--- config.mk ---
export PLATFORM = sky130hd
export DESIGN_NAME = accel_ctrl_top
export DESIGN_NICKNAME = d
export VERILOG_FILES = /design/src/verilog/accel_pkg.sv /design/src/verilog/instruction_decode.sv /design/src/verilog/feature_fetcher.sv /design/src/verilog/weight_fetcher.sv /design/src/verilog/conv_config.sv /design/src/verilog/accel_ctrl_top.sv
export SDC_FILE = /design/constraint.sdc
export NUM_CORES = 1
export LEC_CHECK = 0
export ABC_CLOCK_PERIOD_IN_PS = 2220
export BUFFER_PORTS_ARGS = -buffer_cell sky130_fd_sc_hd__buf_4
export CORE_ASPECT_RATIO = 1.25
export CORE_MARGIN = 1
export CORE_UTILIZATION = 45
export CTS_CLUSTER_DIAMETER = 120
export CTS_CLUSTER_SIZE = 12
export DETAILED_ROUTE_END_ITERATION = 7
export GPL_TIMING_DRIVEN = 0
export PLACE_DENSITY = 0.69
export SLEW_MARGIN = 10
export SYNTH_ARGS = -nofsm -noshare
export SYNTH_HDL_FRONTEND = slang
export SYNTH_SLANG_ARGS = --single-unit
export TNS_END_PERCENT = 50
--- constraint.sdc ---
create_clock -name clk -period 2.22 [get_ports clk]
set_input_delay 0.444 -clock clk [delete_from_list [all_inputs] [get_ports clk]]
set_output_delay 0.444 -clock clk [all_outputs]
set_load 0.03 [all_outputs]
--- src/verilog/accel_pkg.sv ---
// ~~~~~~~~~~~~~~~~~~~~~~~~~~~~~~~~~~~~~~~~~~~~~~~~~~
// accelerator control package
// opcodes, field widths, fetcher state codes and the
// two views of the 64-bit instruction word
// ~~~~~~~~~~~~~~~~~~~~~~~~~~~~~~~~~~~~~~~~~~~~~~~~~~

package accel_pkg;

    // opcodes
    localparam logic [7:0] OP_SET_FLAGS    = 8'h01;
    localparam logic [7:0] OP_FETCH_BURST  = 8'h02;
    localparam logic [7:0] OP_FETCH_SINGLE = 8'h04;
    localparam logic [7:0] OP_CONV_CFG     = 8'h81;

    // field widths
    localparam int INSTR_W = 64;
    localparam int ADDR_W  = 16;
    localparam int DST_W   = 8;
    localparam int COUNT_W = 8;

    // weight fetcher phases
    localparam logic [1:0] WF_IDLE   = 2'd0;
    localparam logic [1:0] WF_WEIGHT = 2'd1;
    localparam logic [1:0] WF_BIAS   = 2'd2;
    localparam logic [1:0] WF_SCALER = 2'd3;

    // view used by opcodes 0x01, 0x02 and 0x04
    typedef struct packed {
        logic [7:0]         opcode;
        logic [7:0]         fetch_type;
        logic [ADDR_W-1:0]  src_addr;
        logic [7:0]         reserved;
        logic [DST_W-1:0]   dst_addr;
        logic [7:0]         mem_sel;
        logic [COUNT_W-1:0] fetch_count;
    } instr_fetch_t;

    // view used by opcode 0x81
    typedef struct packed {
        logic [7:0]  opcode;
        logic [4:0]  kernel_pad;
        logic [2:0]  kernel_size;
        logic [7:0]  feature_size;
        logic [7:0]  cfg_flags;
        logic [31:0] reserved;
    } instr_conv_t;

    // same word, read through the view the opcode selects
    typedef union packed {
        instr_fetch_t fetch;
        instr_conv_t  conv;
    } instr_t;

endpackage

--- src/verilog/instruction_decode.sv ---
// ~~~~~~~~~~~~~~~~~~~~~~~~~~~~~~~~~~~~~~~~~~~~~~~~~~
// instruction decoder
// registers one instruction per strobe and turns it
// into fetch starts, sticky flags and config loads
// ~~~~~~~~~~~~~~~~~~~~~~~~~~~~~~~~~~~~~~~~~~~~~~~~~~

`timescale 1ns/1ps

module instruction_decode (
    input  logic                         clk,
    input  logic                         rst,
    input  accel_pkg::instr_t            instruction,
    input  logic                         instr_enable,
    output logic                         feature_start,
    output logic                         weight_start,
    output logic                         cfg_load,
    output logic [accel_pkg::ADDR_W-1:0] src_addr,
    output logic [accel_pkg::DST_W-1:0]  dst_addr,
    output logic [7:0]                   mem_sel,
    output logic [accel_pkg::COUNT_W:0]  burst_len,
    output logic                         bias_en,
    output logic                         scaler_en,
    output logic [2:0]                   kernel_size,
    output logic [7:0]                   feature_size,
    output logic [7:0]                   cfg_flags
);

    accel_pkg::instr_t instr_q;
    logic [7:0]        opcode;
    logic              is_fetch;
    logic              is_conv;

    // held for one cycle only, so each strobe decodes once
    always_ff @(posedge clk) begin
        if (rst || !instr_enable) begin
            instr_q <= '0;
        end else begin
            instr_q <= instruction;
        end
    end

    // opcode sits in the top byte of both views
    assign opcode   = instr_q.fetch.opcode;
    assign is_fetch = (opcode == accel_pkg::OP_FETCH_BURST) ||
                      (opcode == accel_pkg::OP_FETCH_SINGLE);
    assign is_conv  = (opcode == accel_pkg::OP_CONV_CFG);

    // strobes and sticky flags
    always_ff @(posedge clk) begin
        if (rst) begin
            feature_start <= 1'b0;
            weight_start  <= 1'b0;
            cfg_load      <= 1'b0;
            bias_en       <= 1'b0;
            scaler_en     <= 1'b0;
        end else begin
            feature_start <= is_fetch && !instr_q.fetch.fetch_type[0];
            weight_start  <= is_fetch && instr_q.fetch.fetch_type[0];
            cfg_load      <= is_conv;
            if (opcode == accel_pkg::OP_SET_FLAGS) begin
                bias_en   <= instr_q.fetch.fetch_type[1];
                scaler_en <= instr_q.fetch.fetch_type[2];
            end
        end
    end

    // field payload, only meaningful alongside its strobe
    always_ff @(posedge clk) begin
        if (is_fetch) begin
            src_addr <= instr_q.fetch.src_addr;
            dst_addr <= instr_q.fetch.dst_addr;
            mem_sel  <= instr_q.fetch.mem_sel;
            // burst_len counts words; a fetch_count of 0 is one word
            if (opcode == accel_pkg::OP_FETCH_BURST) begin
                burst_len <= {1'b0, instr_q.fetch.fetch_count} + 1'b1;
            end else begin
                burst_len <= {{accel_pkg::COUNT_W{1'b0}}, 1'b1};
            end
        end
        if (is_conv) begin
            kernel_size  <= instr_q.conv.kernel_size;
            feature_size <= instr_q.conv.feature_size;
            cfg_flags    <= instr_q.conv.cfg_flags;
        end
    end

    // every start or load traces back to a strobe two edges earlier
    a_start_from_strobe: assert property (
        @(posedge clk) disable iff (rst)
        (feature_start || weight_start || cfg_load) |-> $past(instr_enable, 2)
    ) else $error("decoder: start or load without a strobe two cycles earlier");

endmodule

--- src/verilog/feature_fetcher.sv ---
// ~~~~~~~~~~~~~~~~~~~~~~~~~~~~~~~~~~~~~~~~~~~~~~~~~~
// feature fetcher
// burst of feature reads written into one of the
// two on-chip feature RAMs
// ~~~~~~~~~~~~~~~~~~~~~~~~~~~~~~~~~~~~~~~~~~~~~~~~~~

`timescale 1ns/1ps

module feature_fetcher (
    input  logic                         clk,
    input  logic                         rst,
    input  logic                         start,
    input  logic [accel_pkg::ADDR_W-1:0] src_addr,
    input  logic [accel_pkg::DST_W-1:0]  dst_addr,
    input  logic [7:0]                   mem_sel,
    input  logic [accel_pkg::COUNT_W:0]  burst_len,
    output logic                         rd_valid,
    output logic [accel_pkg::ADDR_W-1:0] rd_addr,
    output logic [accel_pkg::DST_W-1:0]  wr_addr,
    output logic                         ram_sel,
    output logic                         busy,
    output logic                         done
);

    // words left after the one on the bus
    logic [accel_pkg::COUNT_W:0] remain;

    always_ff @(posedge clk) begin
        if (rst) begin
            rd_valid <= 1'b0;
            busy     <= 1'b0;
            done     <= 1'b0;
            remain   <= '0;
        end else begin
            done <= 1'b0;
            if (!busy) begin
                if (start) begin
                    rd_valid <= 1'b1;
                    busy     <= 1'b1;
                    remain   <= burst_len - 1'b1;
                end
            end else if (remain == '0) begin
                // last read is on the bus this cycle
                rd_valid <= 1'b0;
                busy     <= 1'b0;
                done     <= 1'b1;
            end else begin
                remain <= remain - 1'b1;
            end
        end
    end

    // read and write addresses step together
    always_ff @(posedge clk) begin
        if (!busy && start) begin
            rd_addr <= src_addr;
            wr_addr <= dst_addr;
            ram_sel <= mem_sel[0];
        end else if (busy) begin
            rd_addr <= rd_addr + 1'b1;
            wr_addr <= wr_addr + 1'b1;
        end
    end

    // decoder must wait for done before the next feature fetch
    a_no_start_busy: assert property (
        @(posedge clk) disable iff (rst)
        start |-> !busy
    ) else $error("feature_fetcher: start while busy");

    // a zero length would wrap the word counter
    a_len_nonzero: assert property (
        @(posedge clk) disable iff (rst)
        (start && !busy) |-> (burst_len != '0)
    ) else $error("feature_fetcher: start with zero burst length");

endmodule

--- src/verilog/weight_fetcher.sv ---
// ~~~~~~~~~~~~~~~~~~~~~~~~~~~~~~~~~~~~~~~~~~~~~~~~~~
// weight fetcher
// weight burst, then optional bias and scaler reads
// ~~~~~~~~~~~~~~~~~~~~~~~~~~~~~~~~~~~~~~~~~~~~~~~~~~

`timescale 1ns/1ps

module weight_fetcher (
    input  logic                         clk,
    input  logic                         rst,
    input  logic                         start,
    input  logic [accel_pkg::ADDR_W-1:0] src_addr,
    input  logic [accel_pkg::COUNT_W:0]  burst_len,
    input  logic                         bias_en,
    input  logic                         scaler_en,
    output logic                         rd_valid,
    output logic [accel_pkg::ADDR_W-1:0] rd_addr,
    output logic                         bias_rd_valid,
    output logic                         scaler_rd_valid,
    output logic                         busy,
    output logic                         done
);

    logic [1:0]                  state;
    logic [accel_pkg::COUNT_W:0] remain;
    // flags sampled at start, so a later 0x01 cannot change a burst
    logic                        bias_q;
    logic                        scaler_q;

    always_ff @(posedge clk) begin
        if (rst) begin
            state  <= accel_pkg::WF_IDLE;
            remain <= '0;
            done   <= 1'b0;
        end else begin
            done <= 1'b0;
            case (state)
                accel_pkg::WF_IDLE: begin
                    if (start) begin
                        state  <= accel_pkg::WF_WEIGHT;
                        remain <= burst_len - 1'b1;
                    end
                end
                accel_pkg::WF_WEIGHT: begin
                    if (remain != '0) begin
                        remain <= remain - 1'b1;
                    end else if (bias_q) begin
                        state <= accel_pkg::WF_BIAS;
                    end else if (scaler_q) begin
                        state <= accel_pkg::WF_SCALER;
                    end else begin
                        state <= accel_pkg::WF_IDLE;
                        done  <= 1'b1;
                    end
                end
                accel_pkg::WF_BIAS: begin
                    state <= scaler_q ? accel_pkg::WF_SCALER : accel_pkg::WF_IDLE;
                    done  <= !scaler_q;
                end
                default: begin
                    state <= accel_pkg::WF_IDLE;
                    done  <= 1'b1;
                end
            endcase
        end
    end

    // bias and scaler reuse the address after the last weight
    always_ff @(posedge clk) begin
        if (state == accel_pkg::WF_IDLE && start) begin
            rd_addr  <= src_addr;
            bias_q   <= bias_en;
            scaler_q <= scaler_en;
        end else if (state == accel_pkg::WF_WEIGHT) begin
            rd_addr <= rd_addr + 1'b1;
        end
    end

    assign rd_valid        = (state == accel_pkg::WF_WEIGHT);
    assign bias_rd_valid   = (state == accel_pkg::WF_BIAS);
    assign scaler_rd_valid = (state == accel_pkg::WF_SCALER);
    assign busy            = (state != accel_pkg::WF_IDLE);

    a_no_start_busy: assert property (
        @(posedge clk) disable iff (rst)
        start |-> !busy
    ) else $error("weight_fetcher: start while busy");

    // phases whose flag was clear at start are skipped
    a_phase_flags: assert property (
        @(posedge clk) disable iff (rst)
        !(bias_rd_valid && !bias_q) && !(scaler_rd_valid && !scaler_q)
    ) else $error("weight_fetcher: bias or scaler read with its flag clear");

endmodule

--- src/verilog/conv_config.sv ---
// ~~~~~~~~~~~~~~~~~~~~~~~~~~~~~~~~~~~~~~~~~~~~~~~~~~
// convolution configuration
// layer settings and ping-pong feature RAM select
// ~~~~~~~~~~~~~~~~~~~~~~~~~~~~~~~~~~~~~~~~~~~~~~~~~~

`timescale 1ns/1ps

module conv_config (
    input  logic       clk,
    input  logic       rst,
    input  logic       load,
    input  logic [2:0] kernel_size,
    input  logic [7:0] feature_size,
    input  logic [7:0] cfg_flags,
    output logic [2:0] current_kernel_size,
    output logic [7:0] feature_size_out,
    output logic       line_buffer_enable,
    output logic       line_buffer_mod,
    output logic       feature_in_select,
    output logic       feature_out_select
);

    always_ff @(posedge clk) begin
        if (rst) begin
            current_kernel_size <= '0;
            feature_size_out    <= '0;
            line_buffer_enable  <= 1'b0;
            line_buffer_mod     <= 1'b0;
            feature_in_select   <= 1'b0;
        end else if (load) begin
            current_kernel_size <= kernel_size;
            feature_size_out    <= feature_size;
            line_buffer_enable  <= cfg_flags[0];
            line_buffer_mod     <= cfg_flags[1];
            // swap: last layer's output RAM becomes this layer's input
            if (cfg_flags[2]) begin
                feature_in_select <= !feature_in_select;
            end
        end
    end

    // compute array always writes to the RAM it is not reading
    assign feature_out_select = !feature_in_select;

    // kernel size comes straight from the instruction word
    a_kernel_odd: assert property (
        @(posedge clk) disable iff (rst)
        load |-> kernel_size inside {3'd1, 3'd3, 3'd5, 3'd7}
    ) else $error("conv_config: illegal kernel size %0d", kernel_size);

endmodule

--- src/verilog/accel_ctrl_top.sv ---
// ~~~~~~~~~~~~~~~~~~~~~~~~~~~~~~~~~~~~~~~~~~~~~~~~~~
// accelerator control front end
// decoder driving feature fetch, weight fetch and
// the convolution configuration block
// ~~~~~~~~~~~~~~~~~~~~~~~~~~~~~~~~~~~~~~~~~~~~~~~~~~

`timescale 1ns/1ps

module accel_ctrl_top (
    input  logic                          clk,
    input  logic                          rst,
    input  logic [accel_pkg::INSTR_W-1:0] instruction,
    input  logic                          instr_enable,
    // feature fetcher
    output logic                          feature_rd_valid,
    output logic [accel_pkg::ADDR_W-1:0]  feature_rd_addr,
    output logic [accel_pkg::DST_W-1:0]   feature_wr_addr,
    output logic                          feature_ram_sel,
    output logic                          feature_busy,
    output logic                          feature_done,
    // weight fetcher
    output logic                          weight_rd_valid,
    output logic [accel_pkg::ADDR_W-1:0]  weight_rd_addr,
    output logic                          bias_rd_valid,
    output logic                          scaler_rd_valid,
    output logic                          weight_busy,
    output logic                          weight_done,
    // convolution config
    output logic [2:0]                    current_kernel_size,
    output logic [7:0]                    feature_size,
    output logic                          line_buffer_enable,
    output logic                          line_buffer_mod,
    output logic                          feature_in_select,
    output logic                          feature_out_select
);

    logic                         feature_start;
    logic                         weight_start;
    logic                         cfg_load;
    logic [accel_pkg::ADDR_W-1:0] src_addr;
    logic [accel_pkg::DST_W-1:0]  dst_addr;
    logic [7:0]                   mem_sel;
    logic [accel_pkg::COUNT_W:0]  burst_len;
    logic                         bias_en;
    logic                         scaler_en;
    logic [2:0]                   kernel_size;
    logic [7:0]                   cfg_feature_size;
    logic [7:0]                   cfg_flags;

    instruction_decode u_decode (
        .clk          (clk),
        .rst          (rst),
        .instruction  (instruction),
        .instr_enable (instr_enable),
        .feature_start(feature_start),
        .weight_start (weight_start),
        .cfg_load     (cfg_load),
        .src_addr     (src_addr),
        .dst_addr     (dst_addr),
        .mem_sel      (mem_sel),
        .burst_len    (burst_len),
        .bias_en      (bias_en),
        .scaler_en    (scaler_en),
        .kernel_size  (kernel_size),
        .feature_size (cfg_feature_size),
        .cfg_flags    (cfg_flags)
    );

    feature_fetcher u_feature (
        .clk      (clk),
        .rst      (rst),
        .start    (feature_start),
        .src_addr (src_addr),
        .dst_addr (dst_addr),
        .mem_sel  (mem_sel),
        .burst_len(burst_len),
        .rd_valid (feature_rd_valid),
        .rd_addr  (feature_rd_addr),
        .wr_addr  (feature_wr_addr),
        .ram_sel  (feature_ram_sel),
        .busy     (feature_busy),
        .done     (feature_done)
    );

    weight_fetcher u_weight (
        .clk            (clk),
        .rst            (rst),
        .start          (weight_start),
        .src_addr       (src_addr),
        .burst_len      (burst_len),
        .bias_en        (bias_en),
        .scaler_en      (scaler_en),
        .rd_valid       (weight_rd_valid),
        .rd_addr        (weight_rd_addr),
        .bias_rd_valid  (bias_rd_valid),
        .scaler_rd_valid(scaler_rd_valid),
        .busy           (weight_busy),
        .done           (weight_done)
    );

    conv_config u_conv_cfg (
        .clk                (clk),
        .rst                (rst),
        .load               (cfg_load),
        .kernel_size        (kernel_size),
        .feature_size       (cfg_feature_size),
        .cfg_flags          (cfg_flags),
        .current_kernel_size(current_kernel_size),
        .feature_size_out   (feature_size),
        .line_buffer_enable (line_buffer_enable),
        .line_buffer_mod    (line_buffer_mod),
        .feature_in_select  (feature_in_select),
        .feature_out_select (feature_out_select)
    );

endmodule

==> metrics.log <==
[metrics] Layout Utilization: 57.2%
[metrics] post-synthesis register bit count: approximately 180
[metrics] number of cells produced by synthesis: between 600 and 700
[metrics] number of buffer cells added on primary ports: 110
[metrics] total CTS buffers: 17
[metrics] average size of a mapped cell: 11.1 um2
[metrics] pin count of the biggest net entering global routing: 36
[metrics] Die Y-Extent: approximately 140 um
[metrics] H-tree level count: 4
[metrics] synthesis warning total: 0
[metrics] Worst slew margin: a little under three fifths
[metrics] library cell occupying the most area in the post-synthesis netlist: sky130_fd_sc_hd__edfxtp_1
[metrics] nature of the critical path startpoint: register
[metrics] Worst R2R End: u_feature.remain[7]
[metrics] delay of the slowest cell on the worst path: approximately 0.45 ns
[metrics] Detailed Routing Iterations Pass 1: 5
[metrics] outcome: complete, no violations
[metrics] R2R Setup Slk: roughly 0.16 ns
[metrics] worst hold path class: in2reg
[metrics] Starting Density: 46.2%
[metrics] nets in the synthesized netlist: 723
[metrics] maximum clock rate: between 400 and 500 MHz
[metrics] power density normalized to cell area: between 800 and 900 mW/mm2
[metrics] worst voltage drop across the vdd grid: approximately 0.44 mV
[metrics] CTS Buffer Depth: 2
[metrics] number of distinct library cells after synthesis: 51
[metrics] hold violation count in the final report: 0
[metrics] number of antenna diodes: 0
[metrics] post-detail-place hpwl: 11600 um
[metrics] final slew viol count: 0
[metrics] maximum net fanout on the critical path: 6
[metrics] share of the cycle needed by the critical path after routing: between 90 and 100%
[metrics] cells taking the most area after synthesis: sky130_fd_sc_hd__edfxtp_1, sky130_fd_sc_hd__dfxtp_1, sky130_fd_sc_hd__nand2_1, sky130_fd_sc_hd__and2_1, sky130_fd_sc_hd__o21ai_0
[metrics] final RePlAce weighted congestion: roughly 0.91
[metrics] CTS root buf: sky130_fd_sc_hd__clkbuf_16
[metrics] critical path startpoint: u_feature.remain[0]
[metrics] Die W: between 100 and 150 um
[metrics] area share of the largest cell type after synthesis: between 30% and 40%
[metrics] wire length per cell: 15.9 um
[metrics] commonest non-fill, non-tap cells in the layout: sky130_fd_sc_hd__buf_4, sky130_fd_sc_hd__edfxtp_1, sky130_fd_sc_hd__dfxtp_1, sky130_fd_sc_hd__nand2_1, sky130_fd_sc_hd__o21ai_0
[metrics] number of global-route vias before repair: a little under 5000
[metrics] count of flip-flops with a built-in enable after synthesis: 91
[metrics] category of the most critical setup path: reg2reg
[metrics] leak pwr: 3.23 nW
[metrics] number of failing setup endpoints in the final timing report: 0
[metrics] most common cell after layout, fill and taps aside: sky130_fd_sc_hd__buf_4
[metrics] transition time of the tightest slew-check pin: between 0.6 and 0.7 ns
[metrics] Die Area: roughly 0.016 mm2
[metrics] prevailing post-synth register cell: sky130_fd_sc_hd__edfxtp_1
[metrics] Async S/R FF share, synth: 0%
[metrics] area of the core: 0.0156 mm2
[metrics] max-cap violations: 0
[metrics] global route overflow: 0
[metrics] Register-to-Register Path Depth: 7
[metrics] synth-to-layout area growth: 24.0%
[metrics] First DRT Iteration DRCs: approximately 330
[metrics] via/cell ratio: approximately 5.2
[metrics] hold-fix buffers at CTS: 0
[metrics] part of the Yosys area used for sequential elements: between 60 and 70%
[metrics] clock insertion delay at the later pin of the skew report: between 0.4 and 0.5 ns
[metrics] beginning of the worst register-to-register path: u_feature.remain[0]
[metrics] total power of the final layout: between 7 and 8 mW
[metrics] chain of cells forming the critical path: inv_1 > ha_1 > nor4b_1 > nand3_1 > nand2_1 > nor2_1 > a32o_1
[metrics] DRC violation count after routing: 0
[metrics] wire length of the first global-routing pass: 24700 um
[metrics] cell at the slowest stage of the critical path: sky130_fd_sc_hd__nor4b_1
[metrics] clock-pin slew reported for the worst setup and hold paths after clock tree synthesis: approximately 0.070 ns
[metrics] Crit path required time: around 2.5 ns
[metrics] CTS tree: yes
[metrics] wire length after detailed routing: around 16000 um
[metrics] Clock Skews: between 0.01 and 0.015 ns
[metrics] row count: between 50 and 60
[metrics] Critical Path Sink Type: register
[metrics] I/O pin count: roughly 130
[metrics] final period demand of the worst path: roughly 2.1 ns
[metrics] final net count: between 800 and 900
[metrics] setup repair after global routing missed its margin: false
[metrics] worst setup path endpoint: u_feature.remain[7]
[metrics] Mapped Area: 0.00719 mm2
[metrics] GRT Util Overall: ~20%
[metrics] fraction of final layout cells sized beyond drive strength 1: between 10% and 20%
[metrics] number of antenna violations at the first check in global routing: 0
[metrics] critical path data arrival time: between 2 and 2.5 ns
[metrics] routed vias: around 5300
[metrics] residual antenna-violating net count after detailed routing: 0
[metrics] CTS sink count: ~180
cells by family (layout without fill, tap and decap cells):
kind of cell    count (synthesis)  after routing  synth area share, %
compound gates                100            100                 8.10
mux                            16             16                 2.23
fa+ha+maj                       7              7                 1.22
buf+inv                        43            187                 2.44
xor+xnor                       47             47                 5.73
flops                         178            178                 62.3
simple gates                  258            258                 18.0
registers in the layout (all words and copies together), names as in the netlist, 2 cells and up:
register                        cells
u_weight.rd_addr                   16
u_decode.src_addr                  16
u_decode.cfg_flags                  3
u_feature.remain                    9
u_feature.rd_addr                  16
u_decode.kernel_size                3
u_weight.remain                     9
u_feature.wr_addr                   8
u_decode.feature_size               8
u_weight.state                      2
u_decode.instr_q                   44
u_decode.dst_addr                   8
u_decode.burst_len                  9
u_conv_cfg.current_kernel_size      3
u_conv_cfg.feature_size_out         8
how the worst min path moves through the flow:
stage,start,endpoint,slack (ns),cells after the start
floorplan,u_decode.instr_q[16],u_decode.dst_addr[0],0.39,0
global placement,u_decode.instr_q[36],u_decode.src_addr[4],0.39,0
detailed placement,u_decode.instr_q[20],u_decode.dst_addr[4],0.39,0
CTS,instruction[2],u_decode.instr_q[2],0.21,2
global route,instruction[21],u_decode.instr_q[21],0.20,2
finish,instruction[18],u_decode.instr_q[18],0.22,2
worst max-delay path, delay by kind of cell, from the launching register on:
kind                     cells  cell delay [ns]
AND/OR/NAND/NOR              4             1.07
buffers and inverters        1             0.09
flip-flops                   1             0.34
adder cells (fa/ha/maj)      1             0.24
AO/OA/AOI/OAI                1             0.21
where the power goes:
part | leakage [nW] | internal, mW | total (mW) | switching [mW]
Clock | 0.293 | 1.64 | 3.03 | 1.39
Combinational | 1.47 | 0.188 | 0.453 | 0.265
Sequential | 1.47 | 3.58 | 3.67 | 0.0907
Total | 3.23 | 5.41 | 7.15 | 1.74
layout make-up:
| cell class | instances | area [um2] |
|---|---|---|
| Fill cell | 1343 | 6660 |
| Sequential cell | 178 | 4470 |
| Multi-Input combinational cell | 428 | 2540 |
| Timing Repair Buffer | 111 | 833 |
| Clock buffer | 18 | 439 |
| Tap cell | 212 | 265 |
| Clock inverter | 14 | 166 |
| Buffer | 23 | 101 |
| Inverter | 20 | 81.3 |
| Timing Repair inverter | 1 | 7.51 |
through the flow:
stage	hold slack [ns]	TNS, ns	area [um2]	setup WS, ns	std cells
2_1_floorplan	0.386	0	7190	0.0620	649
3_3_place_gp	0.388	-11.92	8280	-0.336	971
3_5_place_dp	0.389	-0.753	8280	-0.0633	971
4_1_cts	0.206	0	8890	0.000747	1003
5_1_grt	0.205	0	8910	0.0136	1005
6_report	0.216	0	8910	0.156	1005
timing repair:
item	in CTS	in global routing
setup buffers	0	1
cloned	0	1
resized for setup	3	6
setup endpoints to repair	19	43
pin swaps	0	0
routing by layer:
metal | routed length [um] | share of wire, % | track usage, % | vias up
met2 | 8120 | 51 | 35.2 | 185
met3 | 875 | 5.5 | 4.71 | 18
met5 | 0 | 0 | 0 | -
met1 | 6770 | 42 | 24.1 | 2526
li1 | - | - | - | 2539
met4 | 188 | 1.2 | 5.88 | 0
Yosys cell counts (all sizes together), types with 2 or more instances:
library cell / count
nand4: 7
o21ai: 52
buf: 7
o211ai: 5
nor4: 3
xnor2: 19
a31oi: 3
nor4b: 4
ha: 7
nor2b: 4
o21a: 2
or4: 3
and3: 13
clkbuf: 16
nand2: 87
o22ai: 2
inv: 19
dfxtp: 87
nor2: 45
nand3b: 2
edfxtp: 91
o31ai: 3
a21oi: 23
nand3: 22
xor2: 28
and4: 5
and2: 48
a32o: 2
mux2i: 16
nor3: 9
a211oi: 2
Power figures use the tool's default switching activity.
